===== src/design/execPkg.sv =====
`default_nettype none

package execPkg;

  localparam int dataWidth    = 32;                  // Data and address width
  localparam int regAddrWidth = 5;                   // Register index width
  localparam int memWords     = 64;                  // Data memory depth in words
  localparam int memAddrWidth = $clog2(memWords);    // Word index width

  typedef enum logic [3:0] {
    aluAdd   = 4'd0,
    aluSub   = 4'd1,
    aluAnd   = 4'd2,
    aluOr    = 4'd3,
    aluXor   = 4'd4,
    aluSlt   = 4'd5,
    aluSltu  = 4'd6,
    aluSll   = 4'd7,
    aluSrl   = 4'd8,
    aluSra   = 4'd9,
    aluPassB = 4'd10   // lui passes the immediate
  } aluOpT;

  typedef enum logic [2:0] {
    brNone = 3'd0,
    brBeq  = 3'd1,
    brBne  = 3'd2,
    brBlt  = 3'd3,
    brBge  = 3'd4,
    brBltu = 3'd5,
    brBgeu = 3'd6,
    brJal  = 3'd7
  } branchKindT;

  typedef enum logic [1:0] {
    resAlu     = 2'd0,
    resMem     = 2'd1,
    resPcPlus4 = 2'd2   // Link value for jal
  } resultSrcT;

  typedef enum logic [1:0] {
    fwdRegFile   = 2'd0,
    fwdWriteback = 2'd1,
    fwdMemory    = 2'd2
  } fwdSelT;

endpackage

`default_nettype wire


===== src/design/fwdIf.sv =====
`timescale 1ns/100ps
`default_nettype none

interface fwdIf
  import execPkg::*;
();

  logic [dataWidth-1:0]    aluResultM;
  logic [regAddrWidth-1:0] rdM;
  logic                    regWriteM;
  resultSrcT               resultSrcM;
  logic [dataWidth-1:0]    resultW;
  logic [regAddrWidth-1:0] rdW;
  logic                    regWriteW;

  modport src (output aluResultM, rdM, regWriteM, resultSrcM, resultW, rdW, regWriteW);
  modport exec (input aluResultM, resultW);  // Forwarded operand values
  modport hazard (input rdM, regWriteM, resultSrcM, rdW, regWriteW);

endinterface

`default_nettype wire


===== src/design/alu.sv =====
`timescale 1ns/100ps
`default_nettype none

module alu
  import execPkg::*;
(
  input  logic [dataWidth-1:0] a,
  input  logic [dataWidth-1:0] b,
  input  aluOpT                op,
  output logic [dataWidth-1:0] result,
  output logic                 zero
);

  logic [4:0] shamt;

  assign shamt = b[4:0];  // RV32I shift amount

  always_comb begin
    case (op)
      aluAdd:   result = a + b;
      aluSub:   result = a - b;
      aluAnd:   result = a & b;
      aluOr:    result = a | b;
      aluXor:   result = a ^ b;
      aluSlt: begin
        result = '0;
        result[0] = ($signed(a) < $signed(b));
      end
      aluSltu: begin
        result = '0;
        result[0] = (a < b);
      end
      aluSll:   result = a << shamt;
      aluSrl:   result = a >> shamt;
      aluSra:   result = $unsigned($signed(a) >>> shamt);  // Sign fill
      aluPassB: result = b;
      default:  result = '0;
    endcase
  end

  assign zero = (result == '0);

endmodule

`default_nettype wire


===== src/design/branchUnit.sv =====
`timescale 1ns/100ps
`default_nettype none

module branchUnit
  import execPkg::*;
(
  input  branchKindT           kind,
  input  logic [dataWidth-1:0] a,
  input  logic [dataWidth-1:0] b,
  output logic                 taken
);

  logic equal;
  logic lessSigned;
  logic lessUnsigned;

  assign equal        = (a == b);
  assign lessSigned   = ($signed(a) < $signed(b));
  assign lessUnsigned = (a < b);

  always_comb begin
    case (kind)
      brBeq:   taken = equal;
      brBne:   taken = !equal;
      brBlt:   taken = lessSigned;
      brBge:   taken = !lessSigned;
      brBltu:  taken = lessUnsigned;
      brBgeu:  taken = !lessUnsigned;
      brJal:   taken = 1'b1;   // Unconditional
      default: taken = 1'b0;   // Not a branch
    endcase
  end

endmodule

`default_nettype wire


===== src/design/execCore.sv =====
`timescale 1ns/100ps
`default_nettype none

module execCore
  import execPkg::*;
(
  input  logic                    clk,
  input  logic                    reset,
  input  logic [regAddrWidth-1:0] rs1D,
  input  logic [regAddrWidth-1:0] rs2D,
  input  logic [regAddrWidth-1:0] rdD,
  input  logic [dataWidth-1:0]    immD,
  input  logic [dataWidth-1:0]    pcD,
  input  logic                    regWriteD,
  input  logic                    memWriteD,
  input  logic                    aluSrcD,
  input  aluOpT                   aluOpD,
  input  branchKindT              branchKindD,
  input  resultSrcT               resultSrcD,
  output logic                    stallD,
  output logic                    pcSrcE,
  output logic [dataWidth-1:0]    pcTargetE,
  output logic                    regWriteW,
  output logic [regAddrWidth-1:0] rdW,
  output logic [dataWidth-1:0]    resultW
);

  logic [dataWidth-1:0]    rd1D;
  logic [dataWidth-1:0]    rd2D;
  fwdSelT                  forwardA;
  fwdSelT                  forwardB;
  logic                    flushE;
  logic [regAddrWidth-1:0] rs1E;
  logic [regAddrWidth-1:0] rs2E;
  logic [regAddrWidth-1:0] rdE;
  resultSrcT               resultSrcE;
  logic                    regWriteE;
  logic                    memWriteE;
  logic [dataWidth-1:0]    aluResultE;
  logic [dataWidth-1:0]    writeDataE;
  logic [dataWidth-1:0]    pcPlus4E;

  fwdIf fwdBus ();  // Later-stage results for forwarding

  regFile regs (
    .clk(clk), .reset(reset), .rs1(rs1D), .rs2(rs2D), .rd1(rd1D), .rd2(rd2D),
    .writeEnable(fwdBus.regWriteW), .writeAddr(fwdBus.rdW), .writeData(fwdBus.resultW)
  );

  hazardUnit hazard (
    .rs1D(rs1D), .rs2D(rs2D), .rs1E(rs1E), .rs2E(rs2E), .rdE(rdE),
    .resultSrcE(resultSrcE), .pcSrcE(pcSrcE), .fwd(fwdBus.hazard),
    .forwardA(forwardA), .forwardB(forwardB), .stallD(stallD), .flushE(flushE)
  );

  execStage exec (
    .clk(clk), .reset(reset), .flushE(flushE),
    .rd1D(rd1D), .rd2D(rd2D), .immD(immD), .pcD(pcD), .rdD(rdD), .rs1D(rs1D), .rs2D(rs2D),
    .regWriteD(regWriteD), .memWriteD(memWriteD), .aluSrcD(aluSrcD), .aluOpD(aluOpD),
    .branchKindD(branchKindD), .resultSrcD(resultSrcD),
    .forwardA(forwardA), .forwardB(forwardB), .fwd(fwdBus.exec),
    .rs1E(rs1E), .rs2E(rs2E), .rdE(rdE), .resultSrcE(resultSrcE),
    .regWriteE(regWriteE), .memWriteE(memWriteE), .aluResultE(aluResultE),
    .writeDataE(writeDataE), .pcPlus4E(pcPlus4E), .pcSrcE(pcSrcE), .pcTargetE(pcTargetE)
  );

  memStage mem (
    .clk(clk), .reset(reset), .regWriteE(regWriteE), .memWriteE(memWriteE),
    .resultSrcE(resultSrcE), .rdE(rdE), .aluResultE(aluResultE),
    .writeDataE(writeDataE), .pcPlus4E(pcPlus4E), .fwd(fwdBus.src)
  );

  assign regWriteW = fwdBus.regWriteW;  // Writeback report
  assign rdW       = fwdBus.rdW;
  assign resultW   = fwdBus.resultW;

endmodule

`default_nettype wire


===== src/design/execStage.sv =====
`timescale 1ns/100ps
`default_nettype none

module execStage
  import execPkg::*;
(
  input  logic                    clk,
  input  logic                    reset,
  input  logic                    flushE,
  input  logic [dataWidth-1:0]    rd1D,
  input  logic [dataWidth-1:0]    rd2D,
  input  logic [dataWidth-1:0]    immD,
  input  logic [dataWidth-1:0]    pcD,
  input  logic [regAddrWidth-1:0] rdD,
  input  logic [regAddrWidth-1:0] rs1D,
  input  logic [regAddrWidth-1:0] rs2D,
  input  logic                    regWriteD,
  input  logic                    memWriteD,
  input  logic                    aluSrcD,
  input  aluOpT                   aluOpD,
  input  branchKindT              branchKindD,
  input  resultSrcT               resultSrcD,
  input  fwdSelT                  forwardA,
  input  fwdSelT                  forwardB,
  fwdIf.exec                      fwd,
  output logic [regAddrWidth-1:0] rs1E,
  output logic [regAddrWidth-1:0] rs2E,
  output logic [regAddrWidth-1:0] rdE,
  output resultSrcT               resultSrcE,
  output logic                    regWriteE,
  output logic                    memWriteE,
  output logic [dataWidth-1:0]    aluResultE,
  output logic [dataWidth-1:0]    writeDataE,
  output logic [dataWidth-1:0]    pcPlus4E,
  output logic                    pcSrcE,
  output logic [dataWidth-1:0]    pcTargetE
);

  logic [dataWidth-1:0] rd1E;
  logic [dataWidth-1:0] rd2E;
  logic [dataWidth-1:0] immE;
  logic [dataWidth-1:0] pcE;
  logic                 aluSrcE;
  aluOpT                aluOpE;
  branchKindT           branchKindE;
  logic [dataWidth-1:0] srcAE;
  logic [dataWidth-1:0] srcBE;

  // Decode to execute register, a flush turns the slot into a bubble
  always_ff @(posedge clk) begin
    if (reset || flushE) begin
      rd1E        <= '0;
      rd2E        <= '0;
      immE        <= '0;
      pcE         <= '0;
      rdE         <= '0;
      rs1E        <= '0;
      rs2E        <= '0;
      regWriteE   <= 1'b0;
      memWriteE   <= 1'b0;
      aluSrcE     <= 1'b0;
      aluOpE      <= aluAdd;
      branchKindE <= brNone;
      resultSrcE  <= resAlu;
    end else begin
      rd1E        <= rd1D;
      rd2E        <= rd2D;
      immE        <= immD;
      pcE         <= pcD;
      rdE         <= rdD;
      rs1E        <= rs1D;
      rs2E        <= rs2D;
      regWriteE   <= regWriteD;
      memWriteE   <= memWriteD;
      aluSrcE     <= aluSrcD;
      aluOpE      <= aluOpD;
      branchKindE <= branchKindD;
      resultSrcE  <= resultSrcD;
    end
  end

  always_comb begin
    case (forwardA)
      fwdWriteback: srcAE = fwd.resultW;
      fwdMemory:    srcAE = fwd.aluResultM;
      default:      srcAE = rd1E;
    endcase
  end

  always_comb begin
    case (forwardB)
      fwdWriteback: writeDataE = fwd.resultW;
      fwdMemory:    writeDataE = fwd.aluResultM;
      default:      writeDataE = rd2E;
    endcase
  end

  assign srcBE = aluSrcE ? immE : writeDataE;  // Immediate forms

  alu aluInst (
    .a      (srcAE),
    .b      (srcBE),
    .op     (aluOpE),
    .result (aluResultE),
    .zero   ()
  );

  // Compares register operands, never the immediate
  branchUnit branchInst (
    .kind  (branchKindE),
    .a     (srcAE),
    .b     (writeDataE),
    .taken (pcSrcE)
  );

  assign pcTargetE = pcE + immE;
  assign pcPlus4E  = pcE + dataWidth'(4);

endmodule

`default_nettype wire


===== src/design/hazardUnit.sv =====
`timescale 1ns/100ps
`default_nettype none

module hazardUnit
  import execPkg::*;
(
  input  logic [regAddrWidth-1:0] rs1D,
  input  logic [regAddrWidth-1:0] rs2D,
  input  logic [regAddrWidth-1:0] rs1E,
  input  logic [regAddrWidth-1:0] rs2E,
  input  logic [regAddrWidth-1:0] rdE,
  input  resultSrcT               resultSrcE,
  input  logic                    pcSrcE,
  fwdIf.hazard                    fwd,
  output fwdSelT                  forwardA,
  output fwdSelT                  forwardB,
  output logic                    stallD,
  output logic                    flushE
);

  logic memReady;
  logic wbReady;
  logic loadUse;

  // Only ALU results exist in M, load data shows up in W
  assign memReady = fwd.regWriteM && (fwd.rdM != '0) && (fwd.resultSrcM == resAlu);
  assign wbReady  = fwd.regWriteW && (fwd.rdW != '0);

  always_comb begin
    if (memReady && fwd.rdM == rs1E) forwardA = fwdMemory;  // Newest value wins
    else if (wbReady && fwd.rdW == rs1E) forwardA = fwdWriteback;
    else forwardA = fwdRegFile;
  end

  always_comb begin
    if (memReady && fwd.rdM == rs2E) forwardB = fwdMemory;
    else if (wbReady && fwd.rdW == rs2E) forwardB = fwdWriteback;
    else forwardB = fwdRegFile;
  end

  assign loadUse = (resultSrcE == resMem) && (rdE != '0) && ((rdE == rs1D) || (rdE == rs2D));

  assign stallD = loadUse;
  assign flushE = loadUse | pcSrcE;  // Bubble or wrong-path squash

endmodule

`default_nettype wire


===== src/design/memStage.sv =====
`timescale 1ns/100ps
`default_nettype none

module memStage
  import execPkg::*;
(
  input  logic                    clk,
  input  logic                    reset,
  input  logic                    regWriteE,
  input  logic                    memWriteE,
  input  resultSrcT               resultSrcE,
  input  logic [regAddrWidth-1:0] rdE,
  input  logic [dataWidth-1:0]    aluResultE,
  input  logic [dataWidth-1:0]    writeDataE,
  input  logic [dataWidth-1:0]    pcPlus4E,
  fwdIf.src                       fwd
);

  logic                    regWriteM;
  logic                    memWriteM;
  resultSrcT               resultSrcM;
  logic [regAddrWidth-1:0] rdM;
  logic [dataWidth-1:0]    aluResultM;
  logic [dataWidth-1:0]    writeDataM;
  logic [dataWidth-1:0]    pcPlus4M;
  logic [memAddrWidth-1:0] wordIdx;
  logic [dataWidth-1:0]    readDataM;
  logic                    regWriteW;
  resultSrcT               resultSrcW;
  logic [regAddrWidth-1:0] rdW;
  logic [dataWidth-1:0]    aluResultW;
  logic [dataWidth-1:0]    readDataW;
  logic [dataWidth-1:0]    pcPlus4W;
  logic [dataWidth-1:0]    dataMem [memWords];

  always_ff @(posedge clk) begin
    if (reset) begin
      regWriteM  <= 1'b0;
      memWriteM  <= 1'b0;
      resultSrcM <= resAlu;
      regWriteW  <= 1'b0;
      resultSrcW <= resAlu;
    end else begin
      regWriteM  <= regWriteE;
      memWriteM  <= memWriteE;
      resultSrcM <= resultSrcE;
      regWriteW  <= regWriteM;
      resultSrcW <= resultSrcM;
    end
  end

  always_ff @(posedge clk) begin
    rdM        <= rdE;
    aluResultM <= aluResultE;
    writeDataM <= writeDataE;
    pcPlus4M   <= pcPlus4E;
    rdW        <= rdM;
    aluResultW <= aluResultM;
    readDataW  <= readDataM;
    pcPlus4W   <= pcPlus4M;
  end

  assign wordIdx   = aluResultM[memAddrWidth+1:2];  // Word aligned only
  assign readDataM = dataMem[wordIdx];              // Async read in M

  always_ff @(posedge clk) begin
    if (memWriteM) dataMem[wordIdx] <= writeDataM;  // Store lands at end of M
  end

  assign fwd.aluResultM = aluResultM;
  assign fwd.rdM        = rdM;
  assign fwd.regWriteM  = regWriteM;
  assign fwd.resultSrcM = resultSrcM;
  assign fwd.rdW        = rdW;
  assign fwd.regWriteW  = regWriteW;

  always_comb begin
    case (resultSrcW)
      resMem:     fwd.resultW = readDataW;
      resPcPlus4: fwd.resultW = pcPlus4W;   // jal link
      default:    fwd.resultW = aluResultW;
    endcase
  end

endmodule

`default_nettype wire


===== src/design/regFile.sv =====
`timescale 1ns/100ps
`default_nettype none

module regFile
  import execPkg::*;
(
  input  logic                    clk,
  input  logic                    reset,
  input  logic [regAddrWidth-1:0] rs1,
  input  logic [regAddrWidth-1:0] rs2,
  output logic [dataWidth-1:0]    rd1,
  output logic [dataWidth-1:0]    rd2,
  input  logic                    writeEnable,
  input  logic [regAddrWidth-1:0] writeAddr,
  input  logic [dataWidth-1:0]    writeData
);

  logic [dataWidth-1:0] regs [2**regAddrWidth];
  logic                 writeLive;

  assign writeLive = writeEnable && (writeAddr != '0);  // x0 stays zero

  always_ff @(posedge clk) begin
    if (reset) begin
      for (int i = 0; i < 2**regAddrWidth; i++) begin
        regs[i] <= '0;
      end
    end else if (writeLive) begin
      regs[writeAddr] <= writeData;
    end
  end

  always_comb begin
    if (rs1 == '0) rd1 = '0;
    else if (writeLive && writeAddr == rs1) rd1 = writeData;  // Bypass W write
    else rd1 = regs[rs1];
  end

  always_comb begin
    if (rs2 == '0) rd2 = '0;
    else if (writeLive && writeAddr == rs2) rd2 = writeData;
    else rd2 = regs[rs2];
  end

endmodule

`default_nettype wire


===== config.mk =====
export PLATFORM = sky130hd
export DESIGN_NAME = execCore
export DESIGN_NICKNAME = d
export VERILOG_FILES = /design/src/design/execPkg.sv /design/src/design/fwdIf.sv /design/src/design/alu.sv /design/src/design/branchUnit.sv /design/src/design/execCore.sv /design/src/design/execStage.sv /design/src/design/hazardUnit.sv /design/src/design/memStage.sv /design/src/design/regFile.sv
export SDC_FILE = /design/constraint.sdc
export NUM_CORES = 2
export LEC_CHECK = 0
export BUFFER_PORTS_ARGS = -buffer_cell sky130_fd_sc_hd__buf_2
export CAP_MARGIN = 10
export CORE_ASPECT_RATIO = 1.5
export CORE_MARGIN = 1.5
export CORE_UTILIZATION = 65
export DETAILED_ROUTE_END_ITERATION = 6
export MAX_ROUTING_LAYER = met4
export PLACE_DENSITY = 0.82
export SYNTH_ARGS = -nofsm -noshare
export SYNTH_HDL_FRONTEND = slang
export SYNTH_SLANG_ARGS = --single-unit

===== constraint.sdc =====
create_clock -name clk -period 13.6 [get_ports clk]
set_clock_uncertainty 0.05 [all_clocks]
set_input_delay 3.4 -clock clk [delete_from_list [all_inputs] [get_ports clk]]
set_output_delay 3.4 -clock clk [all_outputs]
set_load 0.02 [all_outputs]

# Word level (Yosys, flattened, before mapping)
# Memories as Yosys holds them, arrays and structs flattened. A register that Yosys moved wholly into a read port is not among the register bits.
# Index checks and enable logic that the tools add are counted.
[classes] add_sub_neg=4 n_mul=0 div=0 order_cmp=4 eq_ne=31 shifts=3 muxes=20 n_bitwise=4 reduce_logical=24
[op_table] operator="$pmux W32 S11" count=1
[op_table] operator="$pmux W32 S2" count=3
[op_table] operator="$lt A32 B32 Y1" count=4
[op_table] operator="$add A32 B32 Y32" count=2
[op_table] operator="$mux W32" count=2
[op_table] operator="$add A32 B3 Y32 const B" count=1
[op_table] operator="$and A32 B32 Y32" count=1
[op_table] operator="$eq A32 B32 Y1" count=1
[op_table] operator="$or A32 B32 Y32" count=1
[op_table] operator="$reduce_or A32 Y1" count=1
[op_table] operator="$shl A32 B5 Y32" count=1
[op_table] operator="$shr A32 B5 Y32" count=1
[op_table] operator="$sshr A32 B5 Y32" count=1
[op_table] operator="$sub A32 B32 Y32" count=1
[op_table] operator="$xor A32 B32 Y32" count=1
[op_table] operator="$eq A5 B5 Y1" count=6
[op_table] operator="$eq A4 B3 Y1 const B" count=4
[op_table] operator="$reduce_bool A5 Y1" count=3
[op_table] operator="$eq A3 B3 Y1 const B" count=4
[op_table] operator="$eq A4 B4 Y1 const B" count=3
[op_table] operator="$logic_not A5 Y1" count=2
[op_table] operator="$mux W1" count=10
[op_table] operator="$logic_and A1 B1 Y1" count=9
[op_table] operator="$eq A2 B1 Y1 const B" count=4
[op_table] operator="14 further kinds" count=23
[totals] regBits=268 latch_bits=0 ramBits=3072 rom_bits=0 inputBits=93 out_inout_bits=72 wordCells=115 mem_count=2
[memory_table] name="mem.dataMem" depth=64 word_bits=32 rd=1 rd_ports_with_merged_regs=1 write_ports=1 line_no="memStage.sv:34" rtl="logic [dataWidth-1:0] dataMem [memWords];"
[memory_table] name="regs.regs" depth=32 word_bits=32 rd=2 rd_ports_with_merged_regs=2 write_ports=32 line_no="regFile.sv:18" rtl="logic [dataWidth-1:0] regs [2**regAddrWidth];"

# Logic depth before layout (Yosys ltp)
[depth] ltp_word=13 depth_mapped=27

# Modules after synthesis
# From an unflattened synthesis, not the netlist that was laid out.
[hier_totals] hier_cells=10944 area_unflattened_um2=156752.8
[by_module_without_submodules] module="memStage" instances=1 cells_each=4536 area_each_um2=81872.3 seq_area_each_um2=65683.0
[by_module_without_submodules] module="regFile" instances=1 cells_each=3918 area_each_um2=55723.4 seq_area_each_um2=30749.5
[by_module_without_submodules] module="alu" instances=1 cells_each=1356 area_each_um2=9542.9 seq_area_each_um2=0.0
[by_module_without_submodules] module="execStage" instances=1 cells_each=955 area_each_um2=8266.7 seq_area_each_um2=3103.0
[by_module_without_submodules] module="branchUnit" instances=1 cells_each=125 area_each_um2=914.6 seq_area_each_um2=0.0
[by_module_without_submodules] module="hazardUnit" instances=1 cells_each=54 area_each_um2=432.9 seq_area_each_um2=0.0

# Worst setup path before layout
# Ideal clock, no wire load.
[synth_timing] path_kind="in2out" start="input rs1D[4]" end="output stallD" t_arrival_ns=5.179 required_time_ns=10.150 path_slack_ns=4.971 path_stages=6 path_cell_list="clkbuf_1 xnor2_1 nand3_1 nor3_1 a31oi_1 nor4b_1"
[synth_via] elab_chain_len=3
[synth_lines] element="start: declaration" line_no="execCore.sv:9" rtl="input logic [regAddrWidth-1:0] rs1D,"
[synth_lines] element="$eq A5 B5 Y1" line_no="hazardUnit.sv:41" rtl="assign loadUse = (resultSrcE == resMem) && (rdE != '0) && ((rdE == rs1D) || (rdE == rs2D));"
[synth_lines] element="$logic_or A1 B1 Y1" line_no="hazardUnit.sv:41"
[synth_lines] element="$logic_and A1 B1 Y1" line_no="hazardUnit.sv:41"
[synth_lines] element="end: declaration" line_no="execCore.sv:20" rtl="output logic stallD,"
# Every way passes these cells.

# Worst setup path in the final report
[layout_timing] start="register mem.resultSrcW[1]" end="output pcSrcE"
[layout_via] elab_chain_len=6
[layout_lines] element="start: declaration" line_no="memStage.sv:29" rtl="resultSrcT resultSrcW;"
[layout_lines] element="start signal: assignment" line_no="memStage.sv:42" rtl="resultSrcW <= resAlu;"
[layout_lines] element="start signal: assignment" line_no="memStage.sv:48" rtl="resultSrcW <= resultSrcM;"
[layout_lines] element="$eq A2 B2 Y1 / $eq A2 B1 Y1 (equally long branches)" line_no="memStage.sv:78" rtl="case (resultSrcW)"
[layout_lines] element="$pmux W32 S2 (*)" line_no="memStage.sv:78"
[layout_lines] element="$pmux W32 S2 (on tied branches)" line_no="execStage.sv:83, execStage.sv:91"
[layout_lines] element="$lt A32 B32 Y1, or another cell as far along" line_no="branchUnit.sv:19" rtl="assign lessUnsigned = (a < b);"
[layout_lines] element="$logic_not A1 Y1 (on tied branches)" line_no="branchUnit.sv:28, branchUnit.sv:24, branchUnit.sv:26"
[layout_lines] element="$pmux W1 S7 (*)" line_no="branchUnit.sv:22" rtl="case (kind)"
[layout_lines] element="end: declaration" line_no="execCore.sv:21" rtl="output logic pcSrcE,"
# Mark *: on every way between the ends. The rest lies on a longest branch, timed or not.

==> metrics <==
status=complete, but fails checks; failing checks=design-rule violations; largest net degree at the start of global routing=approximately 110; clk buf depth=4; CTS tree=built; relative slew slack=0.0884; top cells by count, synth=edfxtp_1 (3072), nor2_1 (1299), mux4_2 (650), a22oi_1 (626), clkbuf_1 (595); WHS=about 0.28 ns; area growth from synthesis to layout=9.96%; Power Dens Cells=176 nW/um^2; ys async rst share=0; syn avg cell area=around 15 sq um; Mapped Cells=between 9k and 10k; Sink Count=3436; Unique masters post-synth=94; Leakage=55.2 nW; register area share after synthesis=0.672; main area contributors after synthesis=edfxtp_1 (62%), mux4_2 (9.9%), dfxtp_1 (4.9%), nor2_1 (3.3%), a22oi_1 (3.2%); count leader, synth=edfxtp_1; Max Freq=~86 MHz; Post-DP Area=between 150000 and 200000 sq um; layout cells sized above 1=0.175; Max Cap Violations=0; Via density=about 7.8; CP Capture Type=primary output; Final Power=approximately 29 mW; Hold Path Class=reg -> reg; Die Y=between 500 and 600 um; Final Cell Area=163000 sq um; Final period util=0.854; Final setup violation count=0; post-DP HPWL=~320000 um; nature of the critical path startpoint=register; vias in the first global route=roughly 100k; die area=approximately 230000 sq um; 1st-pass router iterations=7; Yosys Warn Count=0; Main synth FF type=edfxtp_1; post-CTS resize count=0; Nets=~10k; width of the die=just under 400 um; setup TNS=0 ns; RSZ-0062 raised after global routing=no; CTS H-tree lvls=5; #FFs+latches synth=~3.4k; WP data required=10.15 ns; Synth area leader=edfxtp_1; I/O pins=between 150 and 200; # hold bufs at CTS=0; Initial Util=0.654; Root Buffer=clkbuf_16; slew of the pin with the lowest slew margin=around 1.4 ns; synthesized cell area=about 150000 sq um; postcts setup bufs=0; Post-DRT Antenna Nets=0; Final WS setup=about 2 ns; crit path DAT=around 8.2 ns; top-area cell type share of the netlist area=0.623; Period minus WS final=~12 ns; Congestion Overflow GR=0; vias=about 100k; Final Hold Fails=0; GRT Total Usage=0.476; initial antenna violation count=47; Setup CP Type=reg -> out; Clock Latency Late Sink=between 0.8 and 0.9 ns; # rows=between 200 and 250; routed wire length=536000 um; GP Congestion=approximately 1.1; drt drc=1; CORE AREA=227000 sq um; worst-path fanout max=33; 1st-iter DRT viols=17.9k; worst slack at placement=about 3.2 ns; total CTS buffers=310; port bufs=roughly 160; global-route wire length before repair=743000 um; Post-synth EDFFs=3072; Clock transition at path regs=0.07 ns; DR WL/cell=40.8 um; Slew Limit Fails=0; Peak VDD IR=about 0.19 mV
[layout by cell type, fill, tap and decap left out, types with 220 or more instances in the layout]
cell and n:
a22oi_1 626, a21oi_1 220, a31oi_1 221, a221oi_1 241
buf_4 272, nor2_1 1239, dfxtp_1 330, edfxtp_1 3072
nand2_1 392, clkbuf_16 320, mux4_2 650
[state kept, by name (all words and copies together) (netlist names), 32 cells and up]
register / count
exec.pcE: 32
mem.aluResultW: 32
mem.pcPlus4M: 32
mem.writeDataM: 32
mem.dataMem: 2048
exec.rd1E: 32
regs.regs: 1024
mem.readDataW: 32
mem.pcPlus4W: 32
exec.rd2E: 32
mem.fwd.aluResultM: 32
exec.immE: 32
[layer usage]
| layer | routed length, um | up-vias | track usage |
|---|---|---|---|
| li1 | - | 38800 | - |
| met1 | 155000 | 49200 | 0.536 |
| met2 | 243000 | 10900 | 0.698 |
| met3 | 84000 | 3256 | 0.165 |
| met4 | 53700 | 0 | 0.365 |
| met5 | 0 | - | - |
[stage by stage]
step                instances  utilization
floorplan                9887            -
global placement        12500        0.674
detailed placement      12500        0.674
CTS                     13100        0.718
global route            13100        0.719
finish                  13100        0.719
[worst paths after layout]
check	from	end	depth (start not counted)	slack (ns)
setup / recovery	mem.resultSrcW[1]$_SDFF_PP0_	pcSrcE	21	1.99
hold / removal	mem.pcPlus4M[1]$_DFF_P_	mem.pcPlus4W[1]$_DFF_P_	0	0.28
setup reg to reg	mem.resultSrcW[0]$_SDFF_PP0_	mem.fwd.aluResultM[29]$_DFF_P_	21	4.32
hold reg to reg	mem.pcPlus4M[1]$_DFF_P_	mem.pcPlus4W[1]$_DFF_P_	0	0.28
[power breakdown]
| part | switching [mW] | leakage [nW] | internal, mW |
|---|---|---|---|
| combinational | 4.87 | 17.8 | 1.98 |
| clock | 3.98 | 4.90 | 4.93 |
| sequential | 0.640 | 32.5 | 12.2 |
[cell type report]
type                       instances  area, sq um
multi-input combinational       5473        45600
clock buffer                     383         8320
clock inverter                   174         1730
timing repair buffer             442         3070
tap                             3024         3780
antenna                           31         77.6
fill                           13500        63700
sequential                      3436        99600
inverter                         175          659
[logic make-up (layout without fill, tap and decap cells)]
logic type	after synthesis	after routing	share of synthesized area
AO/OA/AOI/OAI	2091	2091	0.103
XOR/XNOR	129	129	0.00763
adder cells (fa/ha/maj)	164	164	0.0140
buffers and inverters	978	1174	0.0260
flip-flops	3436	3436	0.672
multiplexers	881	881	0.115
other	1	63	0.0000253
AND/OR/NAND/NOR	2176	2176	0.0628
[worst max-delay path: stages, from the launching register on]
cell and delay [ns]:
dfxtp_1 0.32, inv_1 0.06, ha_1 0.76, buf_4 0.46
a22oi_1 0.13, o21a_1 0.65, inv_1 0.31, mux2i_1 0.11
o21ai_1 0.73, ha_1 0.39, nand4_1 0.13, nor4_1 0.07
inv_1 0.26, nor4b_1 0.21, a211oi_1 0.75, o21ai_0 0.20
a21oi_1 0.55, o211a_2 0.38, xnor2_1 0.09, a32oi_1 0.30
nand2_2 0.20, buf_2 0.21
No activity file was read; power rests on OpenSTA's default activity.
